==> src/rtl/dcache_pkg.sv <==
// shared cache types; data and address are fixed at 32 bits, bit 31 marks the uncached region
package dcache_pkg;

    // one bus word
    typedef logic [31:0] word_t;

    // byte address
    typedef logic [31:0] addr_t;

    // one enable per byte lane
    typedef logic [3:0] sel_t;

    // addresses with this bit set bypass the cache
    localparam int UNCACHED_BIT = 31;

    // one store FIFO entry
    typedef struct packed {
        addr_t adr;
        word_t dat;
        sel_t  sel;
    } uncached_store_t;

    // line request from the controller to the line mover
    typedef enum logic {
        LINE_READ,
        LINE_WRITE
    } line_op_t;

endpackage

==> src/rtl/line_mover.sv <==
// line_op and line_adr must hold while line_req is high; cyc stays high for the whole line
module line_mover import dcache_pkg::*; #(
    parameter int LINE_WORDS = 4
) (
    input  logic                          clk,
    input  logic                          rst_n,
    input  logic                          line_req,
    input  line_op_t                      line_op,
    input  addr_t                         line_adr,
    output logic                          line_done,
    output logic                          fill_we,
    output logic [$clog2(LINE_WORDS)-1:0] fill_idx,
    output word_t                         fill_word,
    input  word_t                         evict_word,
    output logic                          m0_cyc,
    output logic                          m0_stb,
    output logic                          m0_we,
    output sel_t                          m0_sel,
    output addr_t                         m0_adr,
    output word_t                         m0_dat_w,
    input  word_t                         m0_dat_r,
    input  logic                          m0_ack
);

    localparam int OFFSET_W = $clog2(LINE_WORDS);

    logic                busy;
    logic                last;
    // word within the line
    logic [OFFSET_W-1:0] cnt;

    assign last = (cnt == OFFSET_W'(LINE_WORDS - 1));

    always_ff @(posedge clk or negedge rst_n) begin
        if (!rst_n) begin
            busy <= 1'b0;
            cnt  <= '0;
        end else if (!busy) begin
            busy <= line_req;
            cnt  <= '0;
        end else if (m0_ack) begin
            cnt <= cnt + 1'b1;
            if (last) begin
                busy <= 1'b0;
            end
        end
    end

    // full words at consecutive addresses
    assign m0_cyc   = busy;
    assign m0_stb   = busy;
    assign m0_we    = busy && (line_op == LINE_WRITE);
    assign m0_sel   = '1;
    assign m0_adr   = {line_adr[31:OFFSET_W+2], cnt, 2'b00};
    assign m0_dat_w = evict_word;

    // refill words go straight into the data array
    assign fill_we   = busy && m0_ack && (line_op == LINE_READ);
    assign fill_idx  = cnt;
    assign fill_word = m0_dat_r;
    assign line_done = busy && m0_ack && last;

    stb_held_until_ack: assert property (@(posedge clk) disable iff (!rst_n)
        (m0_stb && !m0_ack) |=> (m0_stb && $stable(m0_adr)));

endmodule

==> config.mk <==
export PLATFORM = sky130hd
export DESIGN_NAME = line_mover
export DESIGN_NICKNAME = d
export VERILOG_FILES = /design/src/rtl/dcache_pkg.sv /design/src/rtl/line_mover.sv
export SDC_FILE = /design/constraint.sdc
export NUM_CORES = 1
export LEC_CHECK = 0
export BUFFER_PORTS_ARGS = -buffer_cell sky130_fd_sc_hd__buf_4
export CAP_MARGIN = 20
export CELL_PAD_IN_SITES_DETAIL_PLACEMENT = 0
export CELL_PAD_IN_SITES_GLOBAL_PLACEMENT = 1
export CORE_MARGIN = 2
export CORE_UTILIZATION = 13
export CTS_CLUSTER_SIZE = 16
export DETAILED_ROUTE_END_ITERATION = 8
export PLACE_DENSITY = 0.95
export RECOVER_POWER = 50
export SETUP_SLACK_MARGIN = 0.5
export SYNTH_ARGS = -nofsm -noshare
export SYNTH_HDL_FRONTEND = slang
export SYNTH_SLANG_ARGS = --single-unit
==> constraint.sdc <==
create_clock -name clk -period 2.15 [get_ports clk]
set_input_delay 0.215 -clock clk [delete_from_list [all_inputs] [get_ports clk]]
set_output_delay 0.215 -clock clk [all_outputs]
set_load 0.1 [all_outputs]
# ---- Word-level counts from Yosys, hierarchy flattened
# Cells that the tools add are included.
dict set report op_classes {
  n_mux 5
  bitwise 1
  eq_ne 2
  n_addsub 1
  reduce_logical 4
}
# operator n
set op_table {}
lappend op_table {{logical AND 1 bit} 4}
lappend op_table {{two-way mux 2 bit} 2}
lappend op_table {{two-way mux 1 bit} 3}
lappend op_table {{adder 2 x 1 -> 2 bit, second input constant} 1}
lappend op_table {{equality test 2 bit, second input constant} 1}
lappend op_table {{inequality test 2 bit, second input constant} 1}
lappend op_table {{inverter 1 bit} 1}
dict set report totals {
  register_bits 3
  input_bits 101
  out_inout_bits 107
  word_cells 15
}

# ---- Depth between registers and ports, before layout
dict set report depth {
  word_depth 4
  mapped_depth 3
  ltp_nobuf 3
}

# ---- Least setup slack after synthesis
# No wires, ideal clock.
dict set report synth_timing {
  kind {flip-flop to output port}
  start {reg busy (netlist: m0_cyc)}
  end {out fill_we}
  required_time_ns 1.935
  t_arrival_ns 2.354
  stages_incl_launch_ff 3
  n_path_buf 0
  setup_slack_ns -0.419
  cell_sequence {dfrtp_1 nand2_1 nor2_1}
}
dict set report synth_between {
  elab_chain_cells 2
}
# item line
set synth_lines {}
lappend synth_lines {{start: declaration} line_mover.sv:27} ;# logic busy;
lappend synth_lines {{start signal: assignment} line_mover.sv:39} ;# busy <= line_req;
lappend synth_lines {{logical AND 1 bit (2 in series)} line_mover.sv:58} ;# assign fill_we = busy && m0_ack && (line_op == LINE_READ);
lappend synth_lines {{end: declaration} line_mover.sv:11} ;# output logic fill_we,
# No other way between the ends.

# ---- Worst setup path in the final report
dict set report layout_timing {
  start {reg cnt[0] (netlist: fill_idx[0])}
  end {out line_done}
}
dict set report layout_between {
  elab_chain_cells 2
}
# item line
set layout_lines {}
lappend layout_lines {{start: declaration} line_mover.sv:30} ;# logic [OFFSET_W-1:0] cnt;
lappend layout_lines {{start signal: assignment} line_mover.sv:42} ;# cnt <= cnt + 1'b1;
lappend layout_lines {{equality test 2 bit} line_mover.sv:32} ;# assign last = (cnt == OFFSET_W'(LINE_WORDS - 1));
lappend layout_lines {{logical AND 1 bit} line_mover.sv:61} ;# assign line_done = busy && m0_ack && last;
lappend layout_lines {{end: declaration} line_mover.sv:10} ;# output logic line_done,
# No other way between the ends.

==> out/qor.yml <==
status: "finished clean"
cp-end-kind: "output port"
path_clk_slew_ns: 0.03
skew_ns: 0.000875
cts_tree: "done"
diodes: 0
coreArea_sq_um: 6790
final_nets: 141
setup_viol: 0
vias: 339
grt-ovfl-total: 0
grt_pass1_vias: 355
crit_family: "flip-flops"
netlist_instances: 117
fin_area_sq_um: 459
setup_ws_ns: 0.708
die_area_sq_um: 7710
max_freq_mhz: 693
final_common_cell: "buf_4"
min_period_over_period_pct: 67.1
port_buffers: 13
drv_cap: 0
p_per_area_nw_per_um2: 2120
p_leak_nw: 0.180
path_max_fanout: 4
hp-class: "input port to register"
post_dp_cell_area_sq_um: 404
ctsResizeCount: 0
route.detailed.drc: 0
grt_setup_unrepaired: "false"
first_pass_iters: 2
period_minus_slack_ns: 1.44
dieWidth_um: 87.8
ys_seq_elements: 3
grt_start_max_net_pins: 9
finalMaxSlewViolations: 0
grt_use_total_pct: 3.69
path_cells: "ha_1 > and3_4 > buf_4"
seq_area_sq_um: 78.8
setup.worst_path.class: "register to output port"
ys_seq_area_share_pct: 8.22
nFillCells: 799
root_buffer: "clkbuf_8"
ant_nets: 0
cts.sinks: 3
io-pin-count: 208
drive_above_1_share_pct: 57.9
wl_um: 1580
crit_required_ns: 1.93
final_cell_mix: "buf_4, conb_1, clkbuf_8, dfrtp_2, nor2_1"
final_core_util_pct: 6.76
max_stage_delay_ns: 0.42
vias_per_cell: 2.53
ys_types: 11
die_height_um: 87.8
grt_antenna_before_repair: 0
first_iter_violations: 4
hold_violations: 0
worstSkewPairLatency_ns: 0.21
pre_cts_slack_ns: 0.931
slowest_stage: "dfrtp_2"
worstPathArrival_ns: 1.23
cts_buffer_depth: 2
start_kind: "register"
yosys_warnings: 0
avgSynthCellArea_sq_um: 7.81
wl_per_cell_um: 11.8
hpwl_um: 1260
syn-cell-area_sq_um: 913
vdd_drop_max_v: 0.000226
initial_core_util_pct: 13.4
critical_path_buf_inv_count: 1
htreeDepth: 1
place.gp.congestion: 0.515
rows: 30
area_growth_pct: -49.7
final.setup.tns_ns: 0
numCtsBuffers: 3
multiInputGateArea_sq_um: 108
grt_pass1_wl_um: 1950
[cell families after synthesis]
kind of cell  synth area share (%)
flops                         8.22
simple gates                  4.52
fa+ha+maj                     1.37
mux                           1.10
other cells                  0.822
xor+xnor                     0.959
buf+inv                       83.0
[repair_timing]
item | CTS | global route
hold buffers | 1 | 0
buffers inserted | 0 | 0
hold endpoints to repair | 3 | 0
[through the flow]
step,hold slack (ns),power (W),instances
detailed placement,0.00983,0.000812,129
CTS,0.242,0.000988,134
finish,0.240,0.000975,134
global route,0.257,0.00102,134
global placement,0.00607,0.000808,129
floorplan,-0.0806,0.00154,121
[worst min-delay path: stages]
cell	delay [ns]
buf_4	0.08
nor2_1	0.03
nor2_1	0.08
[cell usage after synthesis (all sizes together)]
library cell	n	area (sq um)
nor2b	1	6.26
nand2	1	3.75
xor2	1	8.76
dfrtp	3	75.1
and2	2	12.5
mux2i	1	10.0
nor2	3	11.3
and3	1	7.51
conb	2	7.51
ha	1	12.5
buf	101	758
[registers in the layout, summed over array words and instances (netlist names)]
| signal | flops |
|---|---|
| m0_cyc | 1 |
| fill_idx | 2 |
[path summary, 6_finish.rpt]
kind,start,end,slack (ns),depth (start not counted)
hold / removal,line_req,m0_cyc$_DFF_PN0_,0.24,3
hold reg to reg,m0_cyc$_DFF_PN0_,fill_idx[0]$_DFFE_PN0P_,0.58,1
setup / recovery,fill_idx[0]$_DFFE_PN0P_,line_done,0.71,3
min in group asynchronous,rst_n,fill_idx[1]$_DFFE_PN0P_,0.34,2
max in group asynchronous,rst_n,fill_idx[0]$_DFFE_PN0P_,1.70,2
setup reg to reg,fill_idx[0]$_DFFE_PN0P_,fill_idx[1]$_DFFE_PN0P_,1.11,3
[power breakdown]
part / leakage, nW / internal [W] / total, W / switching, W
clock network: 0.0228 / 0.000126 / 0.000163 / 0.0000362
logic: 0.126 / 0.000125 / 0.000690 / 0.000565
registers: 0.0311 / 0.0000887 / 0.000123 / 0.0000341
total: 0.180 / 0.000340 / 0.000975 / 0.000635
[cell type report]
type | count | area share, %
well taps | 96 | 26.2
multi-input cells | 17 | 23.4
repair buffers | 14 | 23.4
flip-flops and latches | 3 | 17.2
clock buffers | 4 | 9.81
[per-layer routing]
| layer | global-route usage, % | up-vias | routed length (um) |
|---|---|---|---|
| met3 | 3.86 | 50 | 465 |
| met1 | 0.503 | 124 | 173 |
| met5 | 0 | - | 0 |
| li1 | - | 88 | - |
| met4 | 11.0 | 0 | 356 |
| met2 | 4.27 | 77 | 582 |
(Power assumes the default switching activity.)
