<file path="config.mk">
export PLATFORM = sky130hd
export DESIGN_NAME = wb_arbiter
export DESIGN_NICKNAME = d
export VERILOG_FILES = /design/src/rtl/dcache_pkg.sv /design/src/rtl/wb_arbiter.sv
export SDC_FILE = /design/constraint.sdc
export NUM_CORES = 1
export LEC_CHECK = 0
export BUFFER_PORTS_ARGS = -buffer_cell sky130_fd_sc_hd__buf_2
export CAP_MARGIN = 5
export CORE_AREA = 2 2 123 125
export DETAILED_ROUTE_END_ITERATION = 16
export DIE_AREA = 0 0 125 127
export PLACE_DENSITY = 0.39
export SYNTH_ARGS = -nofsm -noshare
export SYNTH_HDL_FRONTEND = slang
export SYNTH_SLANG_ARGS = --single-unit
export TNS_END_PERCENT = 20
</file>
<file path="constraint.sdc">
create_clock -name clk -period 1.5 [get_ports clk]
set_clock_uncertainty 0.2 [all_clocks]
set_input_delay 0 -clock clk [delete_from_list [all_inputs] [get_ports clk]]
set_output_delay 0 -clock clk [all_outputs]
set_load 0.005 [all_outputs]
</file>
<file path="src/rtl/dcache_pkg.sv">
// shared cache types; data and address are fixed at 32 bits, bit 31 marks the uncached region
package dcache_pkg;

    // one bus word
    typedef logic [31:0] word_t;

    // byte address
    typedef logic [31:0] addr_t;

    // one enable per byte lane
    typedef logic [3:0] sel_t;

    // addresses with this bit set bypass the cache
    localparam int UNCACHED_BIT = 31;

    // one store FIFO entry
    typedef struct packed {
        addr_t adr;
        word_t dat;
        sel_t  sel;
    } uncached_store_t;

    // line request from the controller to the line mover
    typedef enum logic {
        LINE_READ,
        LINE_WRITE
    } line_op_t;

endpackage

</file>
<file path="src/rtl/wb_arbiter.sv">
// two masters, m0 first; a grant holds until its owner drops cyc, then the bus idles a cycle
module wb_arbiter import dcache_pkg::*; (
    input  logic  clk,
    input  logic  rst_n,
    input  logic  m0_cyc,
    input  logic  m0_stb,
    input  logic  m0_we,
    input  sel_t  m0_sel,
    input  addr_t m0_adr,
    input  word_t m0_dat_w,
    output word_t m0_dat_r,
    output logic  m0_ack,
    input  logic  m1_cyc,
    input  logic  m1_stb,
    input  logic  m1_we,
    input  sel_t  m1_sel,
    input  addr_t m1_adr,
    input  word_t m1_dat_w,
    output word_t m1_dat_r,
    output logic  m1_ack,
    output logic  mem_cyc,
    output logic  mem_stb,
    output logic  mem_we,
    output sel_t  mem_sel,
    output addr_t mem_adr,
    output word_t mem_dat_w,
    input  word_t mem_dat_r,
    input  logic  mem_ack
);

    // high selects m1
    logic gnt;
    logic gnt_q;
    logic lock_q;

    // free choice only when the bus was idle last cycle
    assign gnt = lock_q ? gnt_q : (!m0_cyc && m1_cyc);

    always_ff @(posedge clk or negedge rst_n) begin
        if (!rst_n) begin
            gnt_q  <= 1'b0;
            lock_q <= 1'b0;
        end else begin
            gnt_q  <= gnt;
            lock_q <= mem_cyc;
        end
    end

    assign mem_cyc   = gnt ? m1_cyc   : m0_cyc;
    assign mem_stb   = gnt ? m1_stb   : m0_stb;
    assign mem_we    = gnt ? m1_we    : m0_we;
    assign mem_sel   = gnt ? m1_sel   : m0_sel;
    assign mem_adr   = gnt ? m1_adr   : m0_adr;
    assign mem_dat_w = gnt ? m1_dat_w : m0_dat_w;

    // ack goes to the owner only
    assign m0_ack   = mem_ack && !gnt;
    assign m1_ack   = mem_ack && gnt;
    assign m0_dat_r = mem_dat_r;
    assign m1_dat_r = mem_dat_r;

    // an open transfer keeps its master until the slave answers
    transfer_owner_held: assert property (@(posedge clk) disable iff (!rst_n)
        (mem_stb && !mem_ack) |=> (mem_stb && $stable(mem_we) && $stable(mem_adr)));

endmodule

</file>
Word-level counts from Yosys, hierarchy flattened
Cells that the tools add are included.
{"block": "word_totals", "elab_cells": 14, "output_inout_bits": 137, "register_bits": 2, "in_bits": 177}
{"block": "op_classes", "n_mux": 7, "reduce_logical": 5}
{"op": "$mux W32", "n": 2}
{"op": "$mux W1", "n": 4}
{"op": "$mux W4", "n": 1}
{"op": "$logic_and A1 B1 Y1", "n": 3}
{"op": "$logic_not A1 Y1", "n": 2}

Logic depth before layout (Yosys ltp)
{"block": "logic_depth", "word_depth": 5, "mapped_depth": 4, "ltp_nobuf": 3}

Worst setup path before layout
No wires, ideal clock.
{"block": "synth_timing", "path_kind": "register to output", "from": "register lock_q", "to": "output port mem_adr[0]", "t_arrival_ns": 1.411, "t_required_ns": 1.300, "slack_ns": -0.111, "n_path_buf": 1, "stages_incl_launch_ff": 4, "path_cell_list": "dfrtp_1 o31ai_4 buf_6 mux2_2"}
{"block": "synth_via", "elab_chain_len": 2}
{"item": "start, declared", "line": "wb_arbiter.sv:34", "text": "logic lock_q;"}
{"item": "start signal, assigned", "line": "wb_arbiter.sv:45", "text": "lock_q <= mem_cyc;"}
{"item": "$mux W1", "line": "wb_arbiter.sv:37", "text": "assign gnt = lock_q ? gnt_q : (!m0_cyc && m1_cyc);"}
{"item": "$mux W32", "line": "wb_arbiter.sv:53", "text": "assign mem_adr = gnt ? m1_adr : m0_adr;"}
{"item": "end, declared", "line": "wb_arbiter.sv:25", "text": "output addr_t mem_adr,"}
Every way passes these cells.

Worst setup path after layout
{"block": "layout_timing", "from": "register lock_q", "to": "output port mem_dat_w[2]"}
{"block": "layout_via", "elab_chain_len": 2}
{"item": "$mux W1", "line": "wb_arbiter.sv:37"}
{"item": "$mux W32", "line": "wb_arbiter.sv:54", "text": "assign mem_dat_w = gnt ? m1_dat_w : m0_dat_w;"}
{"item": "end, declared", "line": "wb_arbiter.sv:26", "text": "output word_t mem_dat_w,"}
Every way passes these cells.

==> out/summary.txt <==
RePlAce Congestion: 0.703
Seq/Total Area, Yosys: 0.0343
Detailed Routing Iterations Pass 1: 3
maximum vdd drop: 0.000184 V
worst hold start: m1_cyc
CTS tree: built
Worst-Skew Late Latency: 0.22 ns
Max-Cap Viols: 0
Die Y: 127 um
Core Region: 14,400 um2
final setup vio count: 72
Filler cells: 1,611
Fin. Hold Viols: 2
final wirelength: 6120 um
fin area: 2920 um2
hold buffer count at cts: 34
antenna-violating nets left: 0
final cell count without fillers: 533
Clock Power Share: 0.227
row count: 44
vias in the first global route: 1,659
clk root buf: clkbuf_16
first-pass GRT wire length: 8050 um
Startpoint Class: flop
most common cell after layout, fill and taps aside: buf_2
share of cells above drive strength 1: 0.860
Min Hold Slack: -0.0682 ns
Vias: 1,816
Pleak: 1.52 nW
Avg Vias per Cell: 3.41
worst reg2reg path depth: 4
hold endpoint: lock_q
Placed Cells: 493
Starting Density: 0.101
Seq cells post-synth: 2
Psw: 519 uW
area delta synth->final: 100%
final-report max-slew violation count: 0
largest net degree at the start of global routing: 17
Worst-path clk slew: 0.03 ns
Tcrit/Tclk final: 1.25
DR WL/cell: 11.5 um
failing checks: negative hold slack, negative setup slack
Worst setup EP type: output pin
flop2flop setup slack: 0.34 ns
Worst EP arrival: 1.68 ns
Sum Neg Setup Slack: -24.56 ns
n_diodes: 0
remaining routing DRC violations: 0
clock sink count: 2
Final Net Count: 528
Max Buffers Root-to-Sink: 2
PD cells: 595 nW/um2
Worst Tran Pin Value: 0.217 ns
Critical R2R Capture: lock_q
internal power: 1.22 mW
fmax: 532 MHz
status: finished with violations
HPWL after detailed placement: 4870 um
Crit Path Max Fanout: 15
Sw Ratio: 0.299
Tmin final: 1.88 ns
RSZ-0062 raised after global routing: true
most frequent cells in the layout: buf_2 (203), mux2_2 (50), dlygate4sd3_1 (34)
Mean Syn Cell Area: 9.59 um2
area of placed instances: 2330 um2
number of port buffers: 217
Die Width: 125 um
Flop pwr share: 0.040
required time worst endpoint: 1.30 ns
Final WS setup: -0.378 ns
Rel. slew slack: 0.856
H-tree depth: 1
Warnings, synthesis: 0
Min-Delay Path Depth: 3
post-synth net total: 329
CTS Buf Count: 3
combinational power share: 0.733
Congestion Overflow GR: 0
Post-Syn Instances: 152
initial antenna violation count: 0
worst min path class: in2reg
GRT Overall Usage: 0.0628
worst r2r src: lock_q
Ports: 314
post-synth design cell area: 1460 um2
Distinct cells, synth: 13
fin util: 0.202
die area: 15,900 um2
Starting DRT DRC Count: 17
Crit Path Class: reg2out
-- cell usage after synthesis --
| master | instances | area (um2) |
|---|---|---|
| nor2_1 | 1 | 3.75 |
| a31oi_1 | 1 | 6.26 |
| a21oi_1 | 1 | 5.00 |
| dfrtp_1 | 2 | 50.1 |
| nand2b_1 | 1 | 6.26 |
| mux2_1 | 6 | 67.6 |
| buf_4 | 64 | 480 |
| o31ai_4 | 1 | 21.3 |
| and2_1 | 1 | 6.26 |
| nand2_1 | 1 | 3.75 |
| inv_1 | 2 | 7.51 |
| buf_6 | 7 | 78.8 |
| mux2_2 | 64 | 721 |
-- sequential cells by signal (all words and copies together), names as in the netlist --
| register | flops |
|---|---|
| gnt_q | 1 |
| lock_q | 1 |
-- through the flow --
| step | hold WS (ns) | worst slack, ns | power, mW |
|---|---|---|---|
| finish | -0.0682 | -0.378 | 1.74 |
| global route | -0.0588 | -0.455 | 1.85 |
| CTS | -0.0681 | -0.408 | 1.74 |
| detailed placement | -0.411 | -0.202 | 1.12 |
| global placement | -0.413 | -0.182 | 1.11 |
| floorplan | -0.496 | -0.111 | 0.733 |
-- critical path, stage by stage (launching register included) --
cell and delay (ns):
dfrtp_1 0.40, o31ai_4 0.22, buf_12 0.20, buf_4 0.17, mux2_2 0.33, buf_2 0.13
-- power by group through the flow --
stage | registers (mW) | clock network [mW] | logic [mW]
after floorplan | 0.0697 | 0 | 0.664
after global placement | 0.0697 | 0 | 1.04
after detailed placement | 0.0704 | 0 | 1.05
after CTS | 0.0697 | 0.402 | 1.27
after global routing | 0.0713 | 0.407 | 1.37
final | 0.0697 | 0.395 | 1.27
-- what timing repair did --
item	CTS	global route
endpoints found under the setup margin	72	72
pin swaps	0	0
gates cloned	0	0
gates resized for setup	25	5
endpoints found under the hold margin	67	1
setup buffers	2	1
-- how the worst max path moves through the flow --
stage	from	cells past startpoint	slack (ns)	to
4_1_cts	lock_q	5	-0.41	mem_dat_w[2]
2_1_floorplan	lock_q	3	-0.11	mem_adr[0]
6_report	lock_q	5	-0.38	mem_dat_w[2]
3_3_place_gp	lock_q	5	-0.18	mem_dat_w[29]
3_5_place_dp	lock_q	5	-0.20	mem_dat_w[29]
5_1_grt	lock_q	5	-0.45	mem_dat_w[21]
-- metal layers --
| metal | global-route usage | share of wire |
|---|---|---|
| met3 | 0.0121 | 0.10 |
| met2 | 0.135 | 0.59 |
| met5 | 0 | 0 |
| met4 | 0.0170 | 0.0065 |
| met1 | 0.0589 | 0.30 |
-- layout make-up --
cell class              count  area [um2]  share of cell area
clock buffers               3        75.1              0.0257
inverters                   2        7.51             0.00257
multi-input cells          77         897               0.307
flip-flops and latches      2        50.0              0.0171
well taps                 184         230              0.0788
repair buffers            265        1660               0.569
-- cell families after synthesis --
logic type	count (synthesis)	synth area share
mux	70	0.541
simple gates	4	0.0137
flops	2	0.0343
compound gates	3	0.0223
buf+inv	73	0.389
Note: power is estimated with default switching activity, not from simulation.
