==> config.mk <==
export PLATFORM = sky130hd
export DESIGN_NAME = uncached_port
export DESIGN_NICKNAME = d
export VERILOG_FILES = /design/src/rtl/dcache_pkg.sv /design/src/rtl/uncached_port.sv
export SDC_FILE = /design/constraint.sdc
export NUM_CORES = 1
export LEC_CHECK = 0
export ABC_AREA = 1
export BUFFER_PORTS_ARGS = -buffer_cell sky130_fd_sc_hd__buf_2
export CORE_AREA = 4 4 212 214
export DETAILED_ROUTE_END_ITERATION = 16
export DIE_AREA = 0 0 216 218
export GPL_TIMING_DRIVEN = 1
export PLACE_DENSITY = 0.47
export SYNTH_ARGS = -nofsm -noshare
export SYNTH_HDL_FRONTEND = slang
export SYNTH_SLANG_ARGS = --single-unit
==> constraint.sdc <==
create_clock -name clk -period 5.74 [get_ports clk]
set_input_delay 0.861 -clock clk [delete_from_list [all_inputs] [get_ports clk]]
set_output_delay 0.861 -clock clk [all_outputs]
set_load 0.05 [all_outputs]
==> src/rtl/dcache_pkg.sv <==
// shared cache types; data and address are fixed at 32 bits, bit 31 marks the uncached region
package dcache_pkg;

    // one bus word
    typedef logic [31:0] word_t;

    // byte address
    typedef logic [31:0] addr_t;

    // one enable per byte lane
    typedef logic [3:0] sel_t;

    // addresses with this bit set bypass the cache
    localparam int UNCACHED_BIT = 31;

    // one store FIFO entry
    typedef struct packed {
        addr_t adr;
        word_t dat;
        sel_t  sel;
    } uncached_store_t;

    // line request from the controller to the line mover
    typedef enum logic {
        LINE_READ,
        LINE_WRITE
    } line_op_t;

endpackage

==> src/rtl/uncached_port.sv <==
// blocking CPU side; stores retire in order from the FIFO, a read waits until the FIFO is empty
module uncached_port import dcache_pkg::*; #(
    parameter int FIFO_DEPTH = 4
) (
    input  logic  clk,
    input  logic  rst_n,
    input  logic  req,
    input  logic  we,
    input  sel_t  sel,
    input  addr_t adr,
    input  word_t dat_w,
    output word_t dat_r,
    output logic  ack,
    output logic  m1_cyc,
    output logic  m1_stb,
    output logic  m1_we,
    output sel_t  m1_sel,
    output addr_t m1_adr,
    output word_t m1_dat_w,
    input  word_t m1_dat_r,
    input  logic  m1_ack
);

    localparam int PTR_W = (FIFO_DEPTH > 1) ? $clog2(FIFO_DEPTH) : 1;
    localparam int CNT_W = $clog2(FIFO_DEPTH + 1);

    typedef enum logic [1:0] {
        U_IDLE,
        U_WRITE,
        U_READ
    } ustate_t;

    ustate_t         state;
    uncached_store_t fifo [FIFO_DEPTH];
    uncached_store_t head;
    logic [PTR_W-1:0] wr_ptr;
    logic [PTR_W-1:0] rd_ptr;
    logic [CNT_W-1:0] count;
    logic             full;
    logic             empty;
    logic             push;
    logic             pop;

    function automatic logic [PTR_W-1:0] next_ptr(logic [PTR_W-1:0] p);
        return (p == PTR_W'(FIFO_DEPTH - 1)) ? '0 : p + 1'b1;
    endfunction

    assign full  = (count == CNT_W'(FIFO_DEPTH));
    assign empty = (count == '0);
    // a held request is taken once, ack blocks the repeat
    assign push  = req && we && !full && !ack;
    assign pop   = (state == U_WRITE) && m1_ack;
    assign head  = fifo[rd_ptr];

    always_ff @(posedge clk) begin
        if (push) begin
            fifo[wr_ptr] <= '{adr: adr, dat: dat_w, sel: sel};
        end
    end

    always_ff @(posedge clk or negedge rst_n) begin
        if (!rst_n) begin
            state  <= U_IDLE;
            wr_ptr <= '0;
            rd_ptr <= '0;
            count  <= '0;
            ack    <= 1'b0;
        end else begin
            // store acks on acceptance, read on return
            ack   <= push || ((state == U_READ) && m1_ack);
            count <= count + CNT_W'(push) - CNT_W'(pop);
            if (push) begin
                wr_ptr <= next_ptr(wr_ptr);
            end
            if (pop) begin
                rd_ptr <= next_ptr(rd_ptr);
            end
            case (state)
                U_IDLE: begin
                    if (!empty) begin
                        state <= U_WRITE;
                    end else if (req && !we && !ack) begin
                        state <= U_READ;
                    end
                end
                U_WRITE: begin
                    if (m1_ack) begin
                        state <= U_IDLE;
                    end
                end
                U_READ: begin
                    if (m1_ack) begin
                        state <= U_IDLE;
                    end
                end
                default: state <= U_IDLE;
            endcase
        end
    end

    always_ff @(posedge clk) begin
        if ((state == U_READ) && m1_ack) begin
            dat_r <= m1_dat_r;
        end
    end

    // reads use the CPU's held address and select
    assign m1_cyc   = (state != U_IDLE);
    assign m1_stb   = m1_cyc;
    assign m1_we    = (state == U_WRITE);
    assign m1_adr   = m1_we ? head.adr : adr;
    assign m1_sel   = m1_we ? head.sel : sel;
    assign m1_dat_w = head.dat;

    // occupancy never passes the ring size nor wraps below empty
    count_in_range: assert property (@(posedge clk) disable iff (!rst_n)
        count <= CNT_W'(FIFO_DEPTH));

endmodule

Yosys cells after proc, flatten, opt, wreduce, memory -nomap -nowiden
Memory sizes are Yosys's and may differ from the RTL's. Index checks and enable logic that the tools add are counted.

$add $sub $neg: 4. Eq/ne operators: 7. Multiplexer cells: 10. Reduce and logical (&&, ||, !) cells: 16.

Operator list (count): $mux W32 (1); $mux W2 (5); $logic_and A1 B1 Y1 (7); $eq A2 B2 Y1 const B (3); $add A2 B1 Y2 const B (2); $mux W4 (1); $pmux W2 S2 (1); $add A3 B1 Y3 (1); $eq A3 B3 Y1 const B (1); $logic_not A1 Y1 (3); $logic_not A3 Y1 (1); $ne A3 B3 Y1 const B (1); $sub A3 B1 Y3 (1); $eq A2 B1 Y1 const B (1); $logic_not A2 Y1 (1); $mux W1 (2); $ne A2 B1 Y1 const B (1); $reduce_and A2 Y1 (1); $reduce_bool A2 Y1 (1); $reduce_or A2 Y1 (1); $logic_or A1 B1 Y1 (1).

Bits in registers: 42. Logic and storage cells: 44. Output and inout port bits: 104. Input port bits: 105. Bits in writable memories: 272. Memories kept: 1.

Memory list: fifo (depth 4, bits a word 68, read ports 1, clocked after Yosys merged registers in 0, wr ports 1, line uncached_port.sv:34) `uncached_store_t fifo [FIFO_DEPTH];`.

Logic depth before layout (Yosys ltp)
Depth in word-level cells: 6. Gate-level depth with buffers: 10. Gate-level depth less buffers: 9.

Worst setup path before layout
OpenSTA, ideal clock, no wires.

Path type: input-to-reg. From: in req. To: mem fifo[0][0] (netlist bit), enable pin. Data required time: 5.245 ns. Data arrival time: 4.228 ns. Cell stages on the path: 4. Setup slack: 1.017 ns. Cell sequence: inv_1 -> nor3_1 -> nand2_1 -> nor2_1.

Word-level cells in the longest chain between the ends: 5.

RTL lines: start, declared (line uncached_port.sv:7) `input logic req,`; $logic_and A1 B1 Y1 (3 in a row) (line uncached_port.sv:51) `assign push = req && we && !full && !ack;`; $mux W1 (line uncached_port.sv:56) `if (push) begin`; $mux W1 (implied by the code) (line uncached_port.sv:57) `fifo[wr_ptr] <= '{adr: adr, dat: dat_w, sel: sel};`; end, declared (line uncached_port.sv:34).

No other way between the ends.

Worst setup path in the final report
From: reg rd_ptr[0]. To: out m1_dat_w[9].

Word-level cells in the longest chain between the ends: 1.

RTL lines: start, declared (line uncached_port.sv:37) `logic [PTR_W-1:0] rd_ptr;`; start signal, assigned (line uncached_port.sv:76) `rd_ptr <= next_ptr(rd_ptr);`; $mem_v2 Z4 W68; end, declared (line uncached_port.sv:19) `output word_t m1_dat_w,`.

No other way between the ends.

==> flow_metrics.py <==
metrics = {
    "run_status": {
        "status": "finished, final reports clean",
    },
    "cts": {
        "clk_pin_slew_ns": 0.06,
        "clock-sinks": 314,
        "clk-insertion-delay-late_ns": 0.52,
        "tritoncts": "built",
        "cts_setup_buffers": 0,
        "cts_hold_buffers": 0,
        "post_cts.resized_instances": 0,
        "clock_tree.root_cell": "clkbuf_16",
        "htree_levels": 2,
        "number_of_buffers_added_by_the_clock_tree_synthesis_step": 36,
        "cts_buffer_depth": 3,
    },
    "detailed_routing": {
        "wl_um": 32400,
        "drtAntennaViolNets": 0,
        "wl_per_cell_um": 16.9,
        "number_of_remaining_drc_errors": 0,
        "vias_per_cell": 4.29,
        "initialDrtViolationCount": 400,
        "vias": 8219,
        "firstDrtPassIters": 6,
    },
    "setup_path": {
        "worstPathArrival_ns": 3.23,
        "timing.setup.critical_path_class": "reg -> out",
        "worst-endpoint-required_ns": 4.88,
        "startpoint_type": "flop",
        "critical_path.max_fanout": 72,
        "end_kind": "output port",
        "worstRegToRegCells": 4,
    },
    "sta": {
        "final_setup_fails": 0,
        "slew_headroom_pct": 23.8,
        "period_needed_ns": 4.09,
        "timing.fmax_mhz": 244,
        "unrepaired_setup_endpoints_after_global_routing": "no",
        "finalClockSkew_ns": 0.00946,
        "timing.final.hold_violations": 0,
        "final.period_utilization_pct": 71.3,
        "maxSlewViolCount": 0,
        "worst-slew-pin-transition_ns": 1.14,
        "setup_total_negative_slack_ns": 0,
    },
    "die": {
        "top_level_ports": 209,
        "die_w_um": 216,
        "initial_core_utilization_pct": 29.9,
        "dieArea_mm2": 0.0471,
        "fp.coreArea_mm2": 0.0429,
        "placement_rows": 76,
        "die_height_um": 218,
    },
    "global_route": {
        "first_pass_grt_wire_length_um": 49300,
        "grt_use_met3_pct": 4.00,
        "first_global_vias": 8274,
        "grt_max_degree": 73,
        "global_route.peak_usage_layer": "met2",
        "antenna_violations_before_repair": 5,
        "global_route.usage.met2_pct": 22.0,
        "grt_overflow_total": 0,
        "groute.usage.overall_pct": 13.5,
        "gr-usage-met1_pct": 17.8,
    },
    "logic_synthesis": {
        "synth_area_leaders": "edfxtp_1 (71%), nand2_1 (8.9%), inv_1 (4.8%)",
        "synthDistinctLibCells": 21,
        "synth_top_cell_area_share_pct": 71.3,
        "synth.net_count": 1216,
        "synthCells": 1100,
        "synthDominantAreaCellType": "edfxtp_1",
        "synth.ff_latch_count": 314,
        "post_synth.cell_area_avg_um2": 11.6,
        "synth_area_mm2": 0.0128,
        "synth_seq_area_share_pct": 73.2,
        "yosysWarningCount": 0,
    },
    "placed_design": {
        "detailedPlacementHpwl_um": 19900,
        "gp_congestion": 0.733,
        "port_buffers": 208,
    },
    "finish": {
        "fin_nets": 1422,
        "multi_input_area_mm2": 0.00254,
        "regArea_mm2": 0.00938,
        "drive_gt1_share_pct": 20.6,
        "syn_to_final_growth_pct": 21.0,
        "n_fill_cell": 4241,
    },
    "worst_hold_path": {
        "hold_path.class": "in -> async",
    },
    "power": {
        "leakage_nw": 6.49,
        "power-per-cell-area_mw_per_mm2": 542,
        "worst_ir_drop_vdd_v": 0.000331,
        "design_power_total_mw": 8.40,
    },
    "run": {
        "max_cap_violations": 0,
    },
}
path summary, 6_finish.rpt:
path | start | end | slack (ns)
max | rd_ptr[0] | m1_dat_w[9] | 1.65
min | rst_n | state[0] | 0.20
max reg2reg | ack | fifo[1][18] | 2.85
min reg2reg | count[0] | count[0] | 0.52
max in group asynchronous | rst_n | rd_ptr[0] | 5.31
min in group clk | m1_dat_r[9] | dat_r[9] | 0.51
cells in the mapped netlist (all sizes together):
master and count:
o22ai 32, nor3 1, clkinv 1, nor2 72
edfxtp 304, nand3 78, dfrtp 10, xnor2 1
inv 165, xor2 1, o21ai 66, clkbuf 23
buf 30, fa 1, ha 10, nand2 305
through the flow:
stage / utilization (%) / area, um^2 / setup WS [ns] / cells / hold WS (ns)
after global routing: 36.1 / 15500 / 1.44 / 1916 / 0.192
final: 36.1 / 15500 / 1.65 / 1917 / 0.199
after global placement: 33.7 / 14400 / 2.14 / 1853 / 0.497
after CTS: 36.1 / 15500 / 1.56 / 1915 / 0.172
after floorplan: - / 12800 / 1.02 / 1100 / 0.479
after detailed placement: 33.7 / 14400 / 2.14 / 1853 / 0.510
area by class of cell:
type	instances	share of cell area, %
repair buffers	221	7.51
diodes	2	0.0323
clock inverters	9	0.436
inverters	166	4.04
flip-flops and latches	314	60.5
well taps	585	4.72
multi-input cells	567	16.4
clock buffers	53	6.36
cell families after synthesis:
| logic type | Yosys count | share of synthesized area (%) |
|---|---|---|
| and+or+nand+nor | 456 | 14.1 |
| DFF | 314 | 73.2 |
| buffers and inverters | 219 | 7.24 |
| AOI/OAI and AO/OA | 98 | 4.14 |
| adders and majority gates | 11 | 1.13 |
| xor gates and xnor gates | 2 | 0.137 |
placed cells by master, fill, tap and decap left out, types with 27 or more instances in the layout:
| master | netlist | layout |
|---|---|---|
| edfxtp_1 | 304 | 304 |
| o21ai_0 | 39 | 39 |
| o21ai_1 | 27 | 27 |
| inv_1 | 163 | 163 |
| clkbuf_16 | 0 | 37 |
| o22ai_1 | 32 | 32 |
| nand3_1 | 78 | 78 |
| buf_2 | 16 | 208 |
| nand2_1 | 305 | 305 |
| nor2_1 | 72 | 68 |
sequential cells by signal (all words and copies together), names as in the netlist:
name    flops
ack         1
count       3
dat_r      32
fifo      272
rd_ptr      2
state       2
wr_ptr      2
layer usage:
| metal | share of wire [%] | vias to the layer above |
|---|---|---|
| met1 | 45 | 3907 |
| li1 | - | 4055 |
| met3 | 6.2 | 55 |
| met4 | 2.1 | 6 |
| met2 | 46 | 196 |
| met5 | 0.10 | - |
worst max-delay path, stage by stage (launching register included):
cell and delay (ns):
dfrtp_4 0.76, inv_4 0.71, buf_4 0.47, o21ai_1 0.12, o22ai_1 0.29, buf_2 0.33
power by group:
group	internal (mW)	total, mW	switching [mW]
Combinational	0.748	3.42	2.67
Clock	1.23	2.10	0.866
Sequential	2.75	2.88	0.135
Total	4.73	8.40	3.67
Note: power is estimated with default switching activity, not from simulation.
